### src/design/sys1_pkg.sv
/* System-1 cartridge glue definitions */

package sys1_pkg;

	// ####################
	// Widths
	// ####################

	// Download byte address from the host
	localparam int dl_addr_w = 25;
	// Main ROM word address, 14B 16B and 11J use one bit less
	localparam int main_addr_w = 15;
	localparam int snd_addr_w = 14;

	localparam int num_regions = 8;
	localparam int num_main_regions = 5;

	// ####################
	// Region map
	// ####################

	// Main regions first, then sound, in enum order
	typedef enum logic [3:0] {
		rom_10b, rom_12b, rom_14b, rom_16b, rom_11j,
		snd_13d, snd_14d, snd_16d,
		region_none
	} region_e;

	// Byte base of each region in the download stream
	localparam logic [0:num_regions-1][dl_addr_w-1:0] region_base = '{
		25'h80000, 25'h90000, 25'hA0000, 25'hA8000, 25'hB0000,
		25'hB8000, 25'hBC000, 25'hC0000
	};

	// Region sizes in bytes
	localparam logic [0:num_regions-1][dl_addr_w-1:0] region_size = '{
		25'h10000, 25'h10000, 25'h08000, 25'h08000, 25'h08000,
		25'h04000, 25'h04000, 25'h04000
	};

	// Slapstic game types
	typedef enum logic [7:0] {
		marble   = 8'd103,
		indytemp = 8'd105,
		peterpak = 8'd107,
		roadrunn = 8'd108,
		roadb109 = 8'd109,
		roadb110 = 8'd110
	} game_type_e;

	// Keyboard scan codes, default MAME layout
	typedef enum logic [8:0] {
		key_jump1    = 9'h011,
		key_start1   = 9'h014,
		key_jump2    = 9'h01B,
		key_start2   = 9'h01C,
		key_p2_left  = 9'h023,
		key_p2_down  = 9'h02B,
		key_p2_up    = 9'h02D,
		key_coin_l   = 9'h02E,
		key_p2_right = 9'h034,
		key_coin_r   = 9'h036,
		key_coin_aux = 9'h03D,
		key_left     = 9'h16B,
		key_down     = 9'h172,
		key_right    = 9'h174,
		key_up       = 9'h175
	} key_code_e;

	// ####################
	// Bundles
	// ####################

	typedef struct packed {
		logic                 wr;
		logic                 download;
		logic [7:0]           index;
		logic [dl_addr_w-1:0] addr;
		logic [7:0]           data;
	} dl_byte_t;

	// One write toward a ROM bank, region_none when idle
	typedef struct packed {
		region_e                region;
		logic [main_addr_w-1:0] addr;
		logic [15:0]            data;
	} rom_write_t;

	typedef struct packed {
		logic       toggle;
		logic       pressed;
		logic [8:0] code;
	} key_event_t;

	typedef struct packed {
		logic [7:0] joy;
		logic [2:0] buttons_n;
		logic [2:0] coins_n;
	} player_ctrl_t;

endpackage

### src/design/control_decoder.sv
/* Player control decoder */

`timescale 1ns/1ps

module control_decoder (
	input  logic                   clk_sys,
	input  logic                   reset,
	input  sys1_pkg::key_event_t   key,
	input  logic [15:0]            joy0,
	input  logic [15:0]            joy1,
	input  sys1_pkg::game_type_e   game_type,
	output sys1_pkg::player_ctrl_t ctrl
);
	import sys1_pkg::*;

	// Direction nibble is up down left right, MSB first
	typedef struct packed {
		logic [3:0] p1_dir;
		logic       p1_start;
		logic       p1_jump;
		logic [3:0] p2_dir;
		logic       p2_start;
		logic       p2_jump;
		logic       coin_l;
		logic       coin_r;
		logic       coin_aux;
	} key_state_t;

	key_state_t   keys;
	key_state_t   keys_nxt;
	logic         toggle_q;
	logic [3:0]   dir;
	player_ctrl_t ctrl_nxt;

	// ####################
	// Keyboard latches
	// ####################

	always_comb begin
		keys_nxt = keys;
		// A new event shows up as a toggle flip
		if (key.toggle != toggle_q) begin
			case (key.code)
				key_up:       keys_nxt.p1_dir[3] = key.pressed;
				key_down:     keys_nxt.p1_dir[2] = key.pressed;
				key_left:     keys_nxt.p1_dir[1] = key.pressed;
				key_right:    keys_nxt.p1_dir[0] = key.pressed;
				key_start1:   keys_nxt.p1_start = key.pressed;
				key_jump1:    keys_nxt.p1_jump = key.pressed;
				key_p2_up:    keys_nxt.p2_dir[3] = key.pressed;
				key_p2_down:  keys_nxt.p2_dir[2] = key.pressed;
				key_p2_left:  keys_nxt.p2_dir[1] = key.pressed;
				key_p2_right: keys_nxt.p2_dir[0] = key.pressed;
				key_start2:   keys_nxt.p2_start = key.pressed;
				key_jump2:    keys_nxt.p2_jump = key.pressed;
				key_coin_l:   keys_nxt.coin_l = key.pressed;
				key_coin_r:   keys_nxt.coin_r = key.pressed;
				key_coin_aux: keys_nxt.coin_aux = key.pressed;
				default:      ;
			endcase
		end
	end

	// ####################
	// Merge
	// ####################

	always_comb begin
		// Both players and both sticks share one direction set
		dir = keys_nxt.p1_dir | keys_nxt.p2_dir | joy0[3:0] | joy1[3:0];
		// Indy reads its ADC index one position higher
		if (game_type == indytemp)
			ctrl_nxt.joy = {3'b000, dir, 1'b0};
		else
			ctrl_nxt.joy = {4'b0000, dir};
		ctrl_nxt.buttons_n[0] = ~(keys_nxt.p1_jump | keys_nxt.p2_jump | joy0[5] | joy1[5]);
		ctrl_nxt.buttons_n[1] = ~(keys_nxt.p2_start | joy0[5] | joy1[5]);
		ctrl_nxt.buttons_n[2] = ~(keys_nxt.p1_start | joy0[4] | joy1[4]);
		// Stick coin button doubles as left coin
		ctrl_nxt.coins_n = {~keys_nxt.coin_aux, ~keys_nxt.coin_r,
			~(keys_nxt.coin_l | joy0[8])};
	end

	always_ff @(posedge clk_sys) begin
		if (reset) begin
			keys     <= '0;
			toggle_q <= 1'b0;
			ctrl     <= '{joy: 8'h00, buttons_n: 3'b111, coins_n: 3'b111};
		end else begin
			keys     <= keys_nxt;
			toggle_q <= key.toggle;
			ctrl     <= ctrl_nxt;
		end
	end

endmodule

### config.mk
export PLATFORM = sky130hd
export DESIGN_NAME = control_decoder
export DESIGN_NICKNAME = d
export VERILOG_FILES = /design/src/design/sys1_pkg.sv /design/src/design/control_decoder.sv
export SDC_FILE = /design/constraint.sdc
export NUM_CORES = 1
export LEC_CHECK = 0
export BUFFER_PORTS_ARGS = -buffer_cell sky130_fd_sc_hd__buf_4
export CAP_MARGIN = 20
export CORE_UTILIZATION = 50
export CTS_BUF_LIST = sky130_fd_sc_hd__clkbuf_4 sky130_fd_sc_hd__clkbuf_8
export CTS_CLUSTER_SIZE = 10
export DETAILED_ROUTE_END_ITERATION = 10
export PLACE_DENSITY_LB_ADDON = 0.25
export SLEW_MARGIN = 20
export SYNTH_ARGS = -nofsm -noshare
export SYNTH_HDL_FRONTEND = slang
export SYNTH_SLANG_ARGS = --single-unit
### constraint.sdc
create_clock -name clk_sys -period 2.81 [get_ports clk_sys]
set_input_delay 0.1405 -clock clk_sys [delete_from_list [all_inputs] [get_ports clk_sys]]
set_output_delay 0.1405 -clock clk_sys [all_outputs]
set_load 0.02 [all_outputs]
==> impl_metrics.toml <==
[routing]
avgRoutedWirePerCell_um = 12.89
drcViolationCount = 0
vias_per_cell = 5.291
drtPass1Iterations = 4
antenna_left = 0
wirelength_um = 2617
drt_iter0_drc = 18
via_count = 1074

[clock_network]
cts_root_buf = "clkbuf_4"
cts_buffer_depth = 2
cts-htree-levels = 1
cts_tree = "built"
cts_sinks = 27
clk_latency_ps = 310
cts_buffers = 3
clk_pin_slew_ps = 130

[pwr]
power.leakage_nw = 0.8002
powerDensity_nw_per_um2 = 415.3
irDropWorstVdd_v = 0.0003992
finalPower_mw = 0.6823

[yosys]
yosys.area.top_type_share_pct = 42.39
ys_top_cells_by_area = "dfxtp_1 42%, mux2i_1 12%, nor2_1 7.4%"
synth-edff-count = 0
postSynthCellCount = 131
ys_seq_area_share_pct = 42.39
syn_area_um2 = 1275
synth_flop_cell = "dfxtp_1"
ys_types = 36
syn_avg_cell_area_um2 = 9.733
ys_ff_latch = 27
yosysWarnings = 0
async_reset_ff_share_pct = 0
synth.most_common_cell = "dfxtp_1"
synthTopCellsByCount = "27 x dfxtp_1, 25 x nor2_1, 15 x mux2i_1"
synth_top_area_cell = "dfxtp_1"

[setup_path]
critPathMaxFanout = 12
path_class = "reg -> reg"
worstPathArrival_ps = 2210
start_kind = "register"
cp_top_family = "XOR/XNOR gates"
crit_chain = "xor2_1 > nand4b_1 > mux2i_1 > nand3_1 > a22o_1"
crit_slowest_cell = "xor2_1"
crit_buf_inv = 0
end_kind = "register"
cpPeakStageDelay_ps = 680
worstPathRequired_ps = 3030

[grt]
grt_overflow_total = 0
track_usage_pct = 20.69
grt_max_degree = 22
grt_pass1_vias = 989
antenna_found_initial = 0
grt_pass1_wl_um = 4126

[layout]
nNetsFinal = 229
area_delta_synth_final_pct = 28.85
antenna_cells = 0
drive_above_1_share_pct = 32.57

[timing]
timing_hold_violations_final = 0
finalCritPeriodShare_pct = 70.72
slew_violations = 0
setup_viol = 0
fmax_mhz = 503.2
min_period_ps = 1987
clock_skew_ps = 1.440
tns_ps = 0
relSlewSlack_pct = 44.27
fin_ws_ps = 822.8
tightestPinTransition_ps = 833.2
rsz0062_at_grt = "false"

[floorplanning]
core-area_um2 = 2297
dieArea_um2 = 2756
start_util_pct = 55.50
io_pins = 67
die_w_um = 52.50
row_count = 17
die_h_um = 52.50

[min_path]
hp-class = "in -> reg"

[placement]
port_buffers = 44
pre_cts_slack_ps = 828.6
dp_hpwl_um = 2057
finalWeightedCongestion = 0.9697

[job]
cap_violations = 0

[status]
run_status = "finished, final reports clean"
-- worst register-to-register path, cell delays in order, from the launching register on --
cell      delay, ps
dfxtp_1         380
xor2_1          680
nand4b_1        250
mux2i_1         240
nand3_1         120
a22o_1          240
-- where the power goes --
| group | total (mW) | switching (mW) | internal, mW | leakage, nW |
|---|---|---|---|---|
| clock | 0.169 | 0.104 | 0.0651 | 0.0184 |
| sequential | 0.394 | 0.00264 | 0.391 | 0.221 |
| combinational | 0.119 | 0.0593 | 0.0597 | 0.561 |
| total | 0.682 | 0.166 | 0.516 | 0.800 |
-- worst paths after layout --
check                                    startpoint  cells after the start  slack, ps                   to
worst max-delay path            toggle_q$_SDFF_PP0_                      5        820   ctrl[7]$_SDFF_PP0_
worst min-delay path                        key[10]                      2         60  toggle_q$_SDFF_PP0_
worst min register to register   keys[1]$_SDFF_PP0_                      2        510   keys[1]$_SDFF_PP0_
worst max register to register  toggle_q$_SDFF_PP0_                      5        820   ctrl[7]$_SDFF_PP0_
-- flip-flops by register name (all words and copies together) (netlist names) --
register and count:
ctrl 11, keys 15, toggle_q 1
-- routing by layer --
layer | vias to the layer above | share of wire [%] | track usage, %
met4 | 0 | 0.65 | 7.895
li1 | 549 | - | -
met2 | 24 | 50 | 35.86
met1 | 499 | 46 | 25.22
met5 | - | 0 | 0
met3 | 2 | 3.6 | 3.478
-- cells in the final DEF, fill, tap and decap left out, types with 3 or more instances in the layout --
master	instances
conb_1	3
clkbuf_4	4
mux2i_1	15
nand3_1	6
nand4_1	7
nor2_1	25
and2_1	4
nand4b_1	4
dfxtp_1	27
buf_4	44
a22o_1	3
-- logic make-up after synthesis --
group / count (synthesis) / share of synthesized area (%)
AO/OA/AOI/OAI: 5 / 2.846
XOR/XNOR: 2 / 1.374
buffers and inverters: 8 / 3.827
flip-flops: 27 / 42.39
multiplexers: 15 / 11.78
other: 1 / 0.2941
AND/OR/NAND/NOR: 73 / 37.49
-- layout make-up --
| type | count | area (um^2) |
|---|---|---|
| Multi-Input combinational cell | 98 | 693.2 |
| Fill cell | 180 | 654.4 |
| Sequential cell | 27 | 540.5 |
| Timing Repair Buffer | 45 | 340.3 |
| Tap cell | 28 | 35.03 |
| Clock buffer | 4 | 30.03 |
| Inverter | 1 | 3.754 |
-- metrics by stage --
| step | hold slack [ps] | util, % | cells | instance area [um^2] |
|---|---|---|---|---|
| after global routing | 55.46 | 71.51 | 203 | 1643 |
| after global placement | 320.6 | 69.77 | 198 | 1603 |
| after floorplan | 232.4 | - | 133 | 1282 |
| after detailed placement | 325.1 | 69.77 | 198 | 1603 |
| after CTS | 57.53 | 71.51 | 203 | 1643 |
| final | 59.46 | 71.51 | 203 | 1643 |
-- timing repair --
item,in CTS,in global routing
hold endpoints to repair,1,0
buffers inserted,0,0
resized for setup,0,0
hold buffers,1,0
No activity file was read; power rests on OpenSTA's default activity.
