==> config.mk <==
export PLATFORM = sky130hd
export DESIGN_NAME = rom_loader
export DESIGN_NICKNAME = d
export VERILOG_FILES = /design/src/design/sys1_pkg.sv /design/src/design/rom_loader.sv
export SDC_FILE = /design/constraint.sdc
export NUM_CORES = 1
export LEC_CHECK = 0
export BUFFER_PORTS_ARGS = -buffer_cell sky130_fd_sc_hd__buf_2
export CAP_MARGIN = 10
export CORE_ASPECT_RATIO = 1.1
export CORE_MARGIN = 5
export CORE_UTILIZATION = 40
export DETAILED_ROUTE_END_ITERATION = 12
export GPL_TIMING_DRIVEN = 0
export PLACE_DENSITY_LB_ADDON = 0.3
export SYNTH_ARGS = -nofsm -noshare
export SYNTH_HDL_FRONTEND = slang
export SYNTH_SLANG_ARGS = --single-unit
==> constraint.sdc <==
create_clock -name clk_sys -period 2.7 [get_ports clk_sys]
set_clock_uncertainty 0.1 [all_clocks]
set_input_delay 0.405 -clock clk_sys [delete_from_list [all_inputs] [get_ports clk_sys]]
set_output_delay 0.405 -clock clk_sys [all_outputs]
set_load 0.03 [all_outputs]
==> src/design/sys1_pkg.sv <==
/* System-1 cartridge glue definitions */

package sys1_pkg;

	// ####################
	// Widths
	// ####################

	// Download byte address from the host
	localparam int dl_addr_w = 25;
	// Main ROM word address, 14B 16B and 11J use one bit less
	localparam int main_addr_w = 15;
	localparam int snd_addr_w = 14;

	localparam int num_regions = 8;
	localparam int num_main_regions = 5;

	// ####################
	// Region map
	// ####################

	// Main regions first, then sound, in enum order
	typedef enum logic [3:0] {
		rom_10b, rom_12b, rom_14b, rom_16b, rom_11j,
		snd_13d, snd_14d, snd_16d,
		region_none
	} region_e;

	// Byte base of each region in the download stream
	localparam logic [0:num_regions-1][dl_addr_w-1:0] region_base = '{
		25'h80000, 25'h90000, 25'hA0000, 25'hA8000, 25'hB0000,
		25'hB8000, 25'hBC000, 25'hC0000
	};

	// Region sizes in bytes
	localparam logic [0:num_regions-1][dl_addr_w-1:0] region_size = '{
		25'h10000, 25'h10000, 25'h08000, 25'h08000, 25'h08000,
		25'h04000, 25'h04000, 25'h04000
	};

	// Slapstic game types
	typedef enum logic [7:0] {
		marble   = 8'd103,
		indytemp = 8'd105,
		peterpak = 8'd107,
		roadrunn = 8'd108,
		roadb109 = 8'd109,
		roadb110 = 8'd110
	} game_type_e;

	// Keyboard scan codes, default MAME layout
	typedef enum logic [8:0] {
		key_jump1    = 9'h011,
		key_start1   = 9'h014,
		key_jump2    = 9'h01B,
		key_start2   = 9'h01C,
		key_p2_left  = 9'h023,
		key_p2_down  = 9'h02B,
		key_p2_up    = 9'h02D,
		key_coin_l   = 9'h02E,
		key_p2_right = 9'h034,
		key_coin_r   = 9'h036,
		key_coin_aux = 9'h03D,
		key_left     = 9'h16B,
		key_down     = 9'h172,
		key_right    = 9'h174,
		key_up       = 9'h175
	} key_code_e;

	// ####################
	// Bundles
	// ####################

	typedef struct packed {
		logic                 wr;
		logic                 download;
		logic [7:0]           index;
		logic [dl_addr_w-1:0] addr;
		logic [7:0]           data;
	} dl_byte_t;

	// One write toward a ROM bank, region_none when idle
	typedef struct packed {
		region_e                region;
		logic [main_addr_w-1:0] addr;
		logic [15:0]            data;
	} rom_write_t;

	typedef struct packed {
		logic       toggle;
		logic       pressed;
		logic [8:0] code;
	} key_event_t;

	typedef struct packed {
		logic [7:0] joy;
		logic [2:0] buttons_n;
		logic [2:0] coins_n;
	} player_ctrl_t;

endpackage

==> src/design/rom_loader.sv <==
/* ROM download loader */

`timescale 1ns/1ps

module rom_loader (
	input  logic                 clk_sys,
	input  logic                 reset,
	input  sys1_pkg::dl_byte_t   dl,
	output sys1_pkg::rom_write_t wr,
	output sys1_pkg::game_type_e game_type
);
	import sys1_pkg::*;

	logic                   rom_byte;
	logic                   sound_hit;
	region_e                hit;
	logic [dl_addr_w-1:0]   offset;
	logic [7:0]             prev_byte;
	region_e                wr_region;
	logic [main_addr_w-1:0] wr_addr;
	logic [15:0]            wr_data;

	// Linear search over the region map
	function automatic region_e decode_region(input logic [dl_addr_w-1:0] addr);
		region_e r;
		r = region_none;
		for (int i = 0; i < num_regions; i++) begin
			if (addr >= region_base[i] && addr < region_base[i] + region_size[i])
				r = region_e'(i);
		end
		return r;
	endfunction

	// ####################
	// Decode
	// ####################

	always_comb begin
		// Index 0 during download carries ROM bytes
		rom_byte = dl.wr && dl.download && (dl.index == 8'd0);
		hit = decode_region(dl.addr);
		sound_hit = hit inside {snd_13d, snd_14d, snd_16d};
		// Byte offset inside the hit region
		if (hit == region_none)
			offset = '0;
		else
			offset = dl.addr - region_base[hit[2:0]];
	end

	// ####################
	// Write register
	// ####################

	always_ff @(posedge clk_sys) begin
		if (reset) begin
			wr_region <= region_none;
			game_type <= peterpak;
		end else begin
			wr_region <= region_none;
			// Sound banks take every byte
			// main banks only the odd byte that closes a word
			if (rom_byte && (sound_hit || dl.addr[0]))
				wr_region <= hit;
			// Game type ignores the download flag
			if (dl.wr && dl.index == 8'd1)
				game_type <= game_type_e'(dl.data);
		end
	end

	// Payload side of the write
	always_ff @(posedge clk_sys) begin
		if (rom_byte) begin
			prev_byte <= dl.data;
			if (sound_hit) begin
				wr_addr <= {{(main_addr_w-snd_addr_w){1'b0}}, offset[snd_addr_w-1:0]};
				wr_data <= {8'h00, dl.data};
			end else begin
				// Even byte is the high half of the word
				wr_addr <= offset[main_addr_w:1];
				wr_data <= {prev_byte, dl.data};
			end
		end
	end

	assign wr = '{region: wr_region, addr: wr_addr, data: wr_data};

	// Odd ROM byte anywhere in the cartridge map must reach a bank
	a_odd_byte_writes: assert property (@(posedge clk_sys) disable iff (reset)
		rom_byte && dl.addr[0] && dl.addr >= region_base[0] &&
		dl.addr < region_base[num_regions-1] + region_size[num_regions-1]
		|=> wr.region != region_none);

endmodule

==> flow_summary.yaml, run 1 <==
drt:
  drt-total-wl_um: 4265
  drtIter0Drc: 57
  via_per_inst: 4.733
  route.detailed.drc: 0
  vias: 1491
  first_pass_iters: 4
  final_antenna_net_count: 0
  drt-wirelength-per-cell_um: 13.54
clock_tree:
  cts_buffer_depth: 2
  h-tree-depth: 2
  clock_latency_ps: 300
  clk_pin_slew_worst_paths_ps: 90
  cts-root-buf: "clkbuf_8"
  cts.sinks: 43
  cts_buffers: 5
  cts_tree: "yes"
floorplan:
  num_rows: 26
  start_util_pct: 41.53
  die_w_um: 76.26
  core_sq_um: 4652
  ios: 88
  dieHeight_um: 82.89
  dieArea_sq_um: 6321
yosys:
  synth.avg_cell_area_sq_um: 12.15
  synthDominantCellAreaShare_pct: 48.19
  synthTopCellsByCount: "edfxtp_1 (31), nor2_1 (27), mux2i_1 (17)"
  netlist_instances: 159
  yosysMostFrequentCell: "edfxtp_1"
  synth-async-reset-ratio_pct: 0
  synth_edf_count: 31
  synth_sequential_area_ratio_pct: 60.62
  yosysTopAreaCell: "edfxtp_1"
  netlist_top_cells_area: "edfxtp_1 (48%), dfxtp_1 (12%), mux2i_1 (8.8%), nor2_1 (5.2%), ha_1 (3.2%)"
  yosysWarnings: 0
  ys_types: 34
  synth_nets: 209
  synth_area_sq_um: 1932
  ys_ff_latch: 43
  synth_ff_type: "edfxtp_1"
worst_setup_path:
  cpMaxStageDelayCell: "nor4b_1"
  required_ps: 2640
  worstPathMaxFanout: 6
  path_buf_inv: 4
  cp_top_family: "simple AND/OR/NAND/NOR gates"
  worstPathCellList: "buf_2 > nor4b_1 > a31oi_1 > o22ai_1 > nand2_1 > inv_1 > ha_1 > nor3_1 > nor3_4 > buf_4 > buf_6 > mux2i_1 > nor2_1"
  end_kind: "register"
  setup.worst_path.class: "in2reg"
  startpoint_type: "input pin"
  arrival_ps: 2390
  cpPeakStageDelay_ps: 290
run:
  maxCapViolations: 0
sta:
  post-route-min-period_ps: 2451
  maxSlewHeadroom_pct: 37.49
  drv_slew: 0
  min_period_over_period_pct: 90.79
  max_freq_ghz: 0.4079
  worstMarginPinSlew_ps: 937.0
  finalHoldViolCount: 0
  rsz0062_at_grt: "false"
  setup_viol: 0
  layout_setup_ws_ps: 248.7
pwr:
  vdd.ir_drop.worst_v: 0.0002488
  switchingPower_mw: 0.2642
  pwr-share-clk_pct: 34.6
  combPwrFrac_pct: 6.3
  p_total_mw: 1.185
  p_sw_share_pct: 22.29
  powerDensity_nw_per_um2: 460.8
  p_int_mw: 0.9211
  seqPwrFrac_pct: 59.1
  leakagePower_nw: 1.064
global_route:
  grt.overflow.total: 0
  grt_most_used_layer: "met2"
  use_met3_pct: 3.788
  grt_pass1_vias: 1449
  met1_usage_pct: 14.93
  antenna_found_initial: 0
  grt_pass1_wl_um: 6734
  track_usage_pct: 13.12
  grt_max_degree: 21
  grt_util_met2_pct: 22.43
placement:
  dp_slack_ps: -150.9
  place.gp.congestion: 0.7086
  dp_hpwl_um: 3363
  dpl-instance-area_sq_um: 2447
  port_buffers: 86
worst_hold_path:
  hp-class: "in2reg"
final_layout:
  area_growth_pct: 33.16
  n_fill_cell: 429
  drive_gt1_share_pct: 40.93
  fin_nets: 308
  stdcell_area_sq_um: 2572
  num_antenna_cells: 0
outcome:
  outcome: "finished clean"
==> placed cells by master, fill, tap and decap left out, drive strengths merged, types with 2 or more instances in the layout <==
master,instances
o21ai,3
inv,11
clkinvlp,2
dfxtp,12
nand2b,2
nor2b,10
nor4b,3
buf,96
mux2i,17
ha,5
nor4,3
nand2,7
a211o,5
nor2,27
and2,2
nand3,2
a21oi,2
edfxtp,31
nor3,4
clkbuf,6
==> per-layer routing <==
metal	up-vias	wire length, um
met3	10	284
met4	0	87
met5	-	0
met2	57	2218
li1	756	-
met1	668	1675
==> power by group through the flow <==
stage / registers [mW] / clock network, mW / logic, mW
floorplan: 0.717 / 0 / 0.0255
global placement: 0.716 / 0 / 0.0721
detailed placement: 0.716 / 0 / 0.0739
CTS: 0.701 / 0.423 / 0.0744
global route: 0.701 / 0.454 / 0.0834
finish: 0.701 / 0.411 / 0.0742
==> per-stage QoR <==
step | util, % | TNS, ps | std cells | hold slack [ps]
floorplan | - | 0 | 159 | 403.9
global placement | 52.29 | -1574 | 301 | 339.5
detailed placement | 52.61 | -1439 | 302 | 343.5
CTS | 54.60 | 0 | 310 | 187.0
global route | 55.30 | 0 | 315 | 172.6
finish | 55.30 | 0 | 315 | 194.7
==> sequential cells by signal, summed over array words and instances (netlist names) <==
signal	count
game_type	8
wr_data	16
wr_region	4
wr_addr	15
==> area by class of cell <==
| type | count | area, sq um | share of cell area [%] |
|---|---|---|---|
| tap | 56 | 70.07 | 2.724 |
| clock inverter | 3 | 23.77 | 0.9241 |
| buffer | 5 | 27.53 | 1.070 |
| multi-input combinational | 101 | 695.7 | 27.04 |
| sequential | 43 | 1171 | 45.53 |
| timing repair buffer | 92 | 478.0 | 18.58 |
| clock buffer | 5 | 68.82 | 2.675 |
| inverter | 10 | 37.54 | 1.459 |
==> cell families after synthesis <==
logic type	Yosys count	synth area share, %
AOI/OAI and AO/OA	14	5.246
xor gates and xnor gates	1	0.4535
adders and majority gates	5	3.238
buffers and inverters	15	3.368
DFF	43	60.62
muxes	18	9.391
and+or+nand+nor	63	17.68
==> worst paths after layout <==
check             depth (start not counted)          from  slack (ps)      endpoint
setup / recovery                         13        dl[24]         250    wr_addr[9]
hold / removal                            1         dl[3]         190    wr_data[3]
setup reg to reg                          1    wr_data[0]        1820    wr_data[8]
hold reg to reg                           1  game_type[5]         370  game_type[5]
==> what timing repair did <==
item                                    4_1_cts  5_1_grt
gates resized for setup                       0        2
endpoints found under the setup margin        0        9
buffers inserted                              0        4
hold endpoints to repair                      0        0
hold buffers                                  0        0
Power figures use the tool's default switching activity.
==> run 2: changes to the inputs <==
--- a/config.mk
+++ b/config.mk
@@ -8,8 +8,9 @@
 export BUFFER_PORTS_ARGS = -buffer_cell sky130_fd_sc_hd__buf_2
 export CAP_MARGIN = 10
 export CORE_ASPECT_RATIO = 1.1
-export CORE_MARGIN = 5
+export CORE_MARGIN = 1.5
 export CORE_UTILIZATION = 40
+export CTS_BUF_LIST = sky130_fd_sc_hd__clkbuf_4
 export DETAILED_ROUTE_END_ITERATION = 12
 export GPL_TIMING_DRIVEN = 0
 export PLACE_DENSITY_LB_ADDON = 0.3
==> flow_summary.yaml, run 2 (same netlist as run 1, synthesis figures left out) <==
worst_setup_path:
  worstPathMaxFanout: 10
  cpMaxStageDelayCell: "nor4_4"
  required_ps: 2700
  worstPathCellList: "buf_2 > nor4_4 > and2_0 > o21ai_0 > inv_1 > ha_1 > nor3_1 > nor3_4 > buf_6 > mux2i_1 > nor2_1"
  end_kind: "register"
  crit_start: "dl[22]"
  cpPeakStageDelay_ps: 330
  startpoint_type: "input pin"
  cp_top_family: "simple AND/OR/NAND/NOR gates"
  setup.worst_path.class: "in2reg"
  arrival_ps: 2470
  path_buf_inv: 3
  reg2reg_from: "wr_data[4]"
clock_tree:
  cts-root-buf: "clkbuf_4"
  cts_buffer_depth: 2
  clk_pin_slew_worst_paths_ps: 140
  postCtsHoldBufs: 0
  cts.sinks: 43
  cts_buffers: 5
  cts_tree: "yes"
  clock_latency_ps: 350
  h-tree-depth: 2
final_layout:
  largest_register: "wr_data"
  n_fill_cell: 405
  fin_nets: 307
  layout_commonest_cell: "buf_2"
  largest_reg_flops: 16
  drive_gt1_share_pct: 40.70
  num_antenna_cells: 0
  area_growth_pct: 33.10
  layout_common_cells: "buf_2 (87), edfxtp_1 (31), nor2_1 (27), mux2i_1 (17), dfxtp_1 (12)"
  fin_util_pct: 55.27
  reg.largest.list: "wr_data: 16 flops, wr_addr: 15 flops, game_type: 8 flops"
drt:
  route.detailed.drc: 0
  final_antenna_net_count: 0
  drt-total-wl_um: 4088
  vias: 1485
  first_pass_iters: 4
  via_per_inst: 4.729
  drtIter0Drc: 88
  drt-wirelength-per-cell_um: 13.02
pwr:
  pwr-share-clk_pct: 34.2
  p_int_mw: 0.9319
  seqPwrFrac_pct: 59.5
  p_sw_share_pct: 20.89
  vdd.ir_drop.worst_v: 0.0002214
  powerDensity_nw_per_um2: 458.1
  switchingPower_mw: 0.2461
  leakagePower_nw: 1.067
  combPwrFrac_pct: 6.3
placement:
  place.gp.congestion: 0.7219
  port_buffers: 86
  dp_hpwl_um: 3197
floorplan:
  dieHeight_um: 75.89
  num_rows: 26
  start_util_pct: 41.53
  dieArea_sq_um: 5256
  die_w_um: 69.26
  core_sq_um: 4652
  ios: 88
sta:
  setup_viol: 0
  finalHoldViolCount: 0
  rsz0062_at_grt: "false"
  min_period_over_period_pct: 91.65
  max_freq_ghz: 0.4041
  maxSlewHeadroom_pct: 43.21
  setup_tns_ps: 0
  worstMarginPinSlew_ps: 851.3
  drv_slew: 0
  post-route-min-period_ps: 2475
global_route:
  grt_pass1_vias: 1271
  grt.overflow.total: 0
  track_usage_pct: 15.01
  grt_max_degree: 18
  grt_pass1_wl_um: 6051
  antenna_found_initial: 0
outcome:
  outcome: "finished clean"
worst_hold_path:
  min_from: "dl[6]"
  hp-class: "in2reg"
run:
  maxCapViolations: 0
## run 2: cell types whose count changed in the layout (fill, tap and decap cells not counted), moves of 2 or more
cell,delta
clkbuf_4,+5
buf_2,-2
clkbuf_8,-5
clkinvlp_4,-2
## run 2: what timing repair did
action	in CTS	in global routing
gates resized for setup	0	0
endpoints found under the setup margin	0	1
buffers inserted	0	4
## run 2: power by group through the flow
stage	Clock [mW]	Combinational [mW]	Sequential (mW)
3_5_place_dp	0	0.0743	0.716
3_3_place_gp	0	0.0719	0.716
4_1_cts	0.415	0.0747	0.701
5_1_grt	0.444	0.0830	0.701
2_1_floorplan	0	0.0255	0.717
6_report	0.403	0.0743	0.701
## run 2: metrics by stage
step / power (mW) / setup slack, ps / instance area [sq um] / instances / hold WS, ps
final: 1.178 / 225.4 / 2571 / 314 / 132.6
after global placement: 0.7877 / -179.8 / 2432 / 301 / 339.1
after global routing: 1.228 / 61.10 / 2571 / 314 / 105.2
after floorplan: 0.7427 / 268.8 / 1932 / 159 / 403.9
after CTS: 1.191 / 171.3 / 2541 / 310 / 119.0
after detailed placement: 0.7902 / -217.0 / 2460 / 302 / 349.3
## run 2: layout make-up
cell class | instances | area (sq um) | share of cell area (%)
Clock buffer | 5 | 37.54 | 1.460
Buffer | 5 | 27.53 | 1.071
Inverter | 10 | 37.54 | 1.460
Multi-Input combinational cell | 101 | 695.7 | 27.06
Tap cell | 56 | 70.07 | 2.725
Timing Repair Buffer | 91 | 488.0 | 18.98
Clock inverter | 3 | 43.79 | 1.703
Sequential cell | 43 | 1171 | 45.55
## run 2: final timing paths
path | end | slack, ps | cells after the start
setup reg to reg | wr_data[12] | 1800 | 1
setup / recovery | wr_addr[10] | 230 | 11
hold / removal | wr_data[6] | 130 | 1
hold reg to reg | game_type[6] | 380 | 1
## run 2: metal layers
metal	vias up	share of wire [%]	global-route usage [%]
met1	670	44	17.87
li1	760	-	-
met3	4	5.3	4.101
met5	-	0	0
met2	51	50	26.71
met4	0	1.3	5.229
==> run 3: changes to the inputs <==
--- a/config.mk
+++ b/config.mk
@@ -12,8 +12,10 @@
 export CORE_UTILIZATION = 40
 export CTS_BUF_LIST = sky130_fd_sc_hd__clkbuf_4
 export DETAILED_ROUTE_END_ITERATION = 12
+export GPL_ROUTABILITY_DRIVEN = 0
 export GPL_TIMING_DRIVEN = 0
 export PLACE_DENSITY_LB_ADDON = 0.3
+export SETUP_SLACK_MARGIN = 0.5
 export SYNTH_ARGS = -nofsm -noshare
 export SYNTH_HDL_FRONTEND = slang
 export SYNTH_SLANG_ARGS = --single-unit
==> flow_summary.yaml, run 3 (same netlist as run 1, synthesis figures left out) <==
outcome:
  outcome: "finished clean"
pwr:
  powerDensity_nw_per_um2: 404.7
  vdd.ir_drop.worst_v: 0.0001580
  p_total_mw: 1.086
  leakagePower_nw: 1.079
worst_setup_path:
  worstPathMaxFanout: 6
  required_ps: 2690
  end_kind: "register"
  arrival_ps: 2200
  startpoint_type: "input pin"
  setup.worst_path.class: "in2reg"
floorplan:
  num_rows: 26
  dieHeight_um: 75.89
  core_sq_um: 4652
  ios: 88
  die_w_um: 69.26
  start_util_pct: 41.53
  dieArea_sq_um: 5256
final_layout:
  reg.largest.list: "wr_data: 16 flops, wr_addr: 15 flops, game_type: 8 flops"
  drive_gt1_share_pct: 46.54
  area_growth_pct: 38.92
  finalNonFillerCells: 316
  layout_common_cells: "buf_2 (83), edfxtp_1 (31), nor2_1 (27), mux2i_1 (17), dfxtp_1 (12)"
  fin_nets: 309
  stdcell_area_sq_um: 2684
  largest_register: "wr_data"
  n_fill_cell: 425
  num_antenna_cells: 0
  largest_reg_flops: 16
  layout_commonest_cell: "buf_2"
clock_tree:
  cts_buffer_depth: 2
  cts.sinks: 43
  postCtsHoldBufs: 0
  cts_buffers: 5
  clock_latency_ps: 340
  cts-root-buf: "clkbuf_4"
  cts_tree: "yes"
  clk_pin_slew_worst_paths_ps: 120
  h-tree-depth: 2
global_route:
  grt.overflow.total: 0
  antenna_found_initial: 0
  track_usage_pct: 14.99
  grt_pass1_vias: 1311
  grt_pass1_wl_um: 6099
  grt_max_degree: 33
placement:
  post-place-cells: 301
  port_buffers: 86
  dp_hpwl_um: 3057
  dp_slack_ps: -182.0
  dpl-instance-area_sq_um: 2459
sta:
  min_period_over_period_pct: 81.86
  whs_ps: 139.9
  setup_viol: 0
  drv_slew: 0
  layout_setup_ws_ps: 489.8
  max_freq_ghz: 0.4525
  finalHoldViolCount: 0
  rsz0062_at_grt: "true"
  maxSlewHeadroom_pct: 65.70
  post-route-min-period_ps: 2210
  worstMarginPinSlew_ps: 514.5
drt:
  drt-total-wl_um: 4204
  first_pass_iters: 4
  vias: 1519
  route.detailed.drc: 0
  final_antenna_net_count: 0
  via_per_inst: 4.807
  drt-wirelength-per-cell_um: 13.30
  drtIter0Drc: 97
worst_hold_path:
  hp-class: "in2reg"
run:
  maxCapViolations: 0
run 3: cell count changes in the layout (fill, tap and decap cells not counted), sizes merged:
cell / change
buf: +1
bufinv: -1
clkbuf: +2
run 3: layout make-up:
type / instances / area, sq um / area share, %
buffer: 5 / 28.78 / 1.072
clock buffer: 6 / 45.04 / 1.678
sequential: 43 / 1171 / 43.64
clock inverter: 2 / 7.507 / 0.2797
inverter: 10 / 37.54 / 1.399
multi-input combinational: 101 / 803.3 / 29.93
timing repair buffer: 93 / 520.5 / 19.39
tap: 56 / 70.07 / 2.611
run 3: layer usage:
metal | track usage, % | vias to the layer above | share of wire, % | wire length (um)
met5 | 0 | - | 0 | 0
met4 | 6.536 | 0 | 1.5 | 63
met3 | 4.497 | 7 | 5.2 | 219
met2 | 25.32 | 49 | 52 | 2179
met1 | 18.14 | 703 | 41 | 1741
li1 | - | 760 | - | -
run 3: repair_timing:
action                                  in CTS  in global routing
buffers inserted                             4                  2
hold endpoints to repair                     0                  0
cloned                                       0                  1
endpoints found under the setup margin      26                 18
pin swaps                                   11                 13
resized for setup                           10                 21
run 3: power breakdown:
| group | internal (mW) | switching [mW] |
|---|---|---|
| Sequential | 0.701 | 0.000214 |
| Combinational | 0.0437 | 0.0411 |
| Clock | 0.107 | 0.194 |
run 3: worst paths after layout:
path / startpoint / end / slack, ps / depth (start not counted)
max: dl[24] / wr_addr[4] / 490 / 11
min: dl[0] / wr_data[0] / 140 / 1
max reg2reg: wr_data[2] / wr_data[10] / 1800 / 1
min reg2reg: game_type[1] / game_type[1] / 370 / 1
run 3: per-stage QoR:
step	TNS [ps]	utilization, %
floorplan	0	-
global placement	-1285	52.85
detailed placement	-1754	52.85
CTS	0	55.35
global route	0	57.69
finish	0	57.69
run 3: critical path, cell delays in order:
cell and delay [ps]:
buf_6 110, mux2_2 330, o22ai_1 180, nand2_2 130
inv_2 100, ha_2 180, nor3_2 50, nor3_4 280
buf_4 200, mux2i_1 180, nor2_1 50
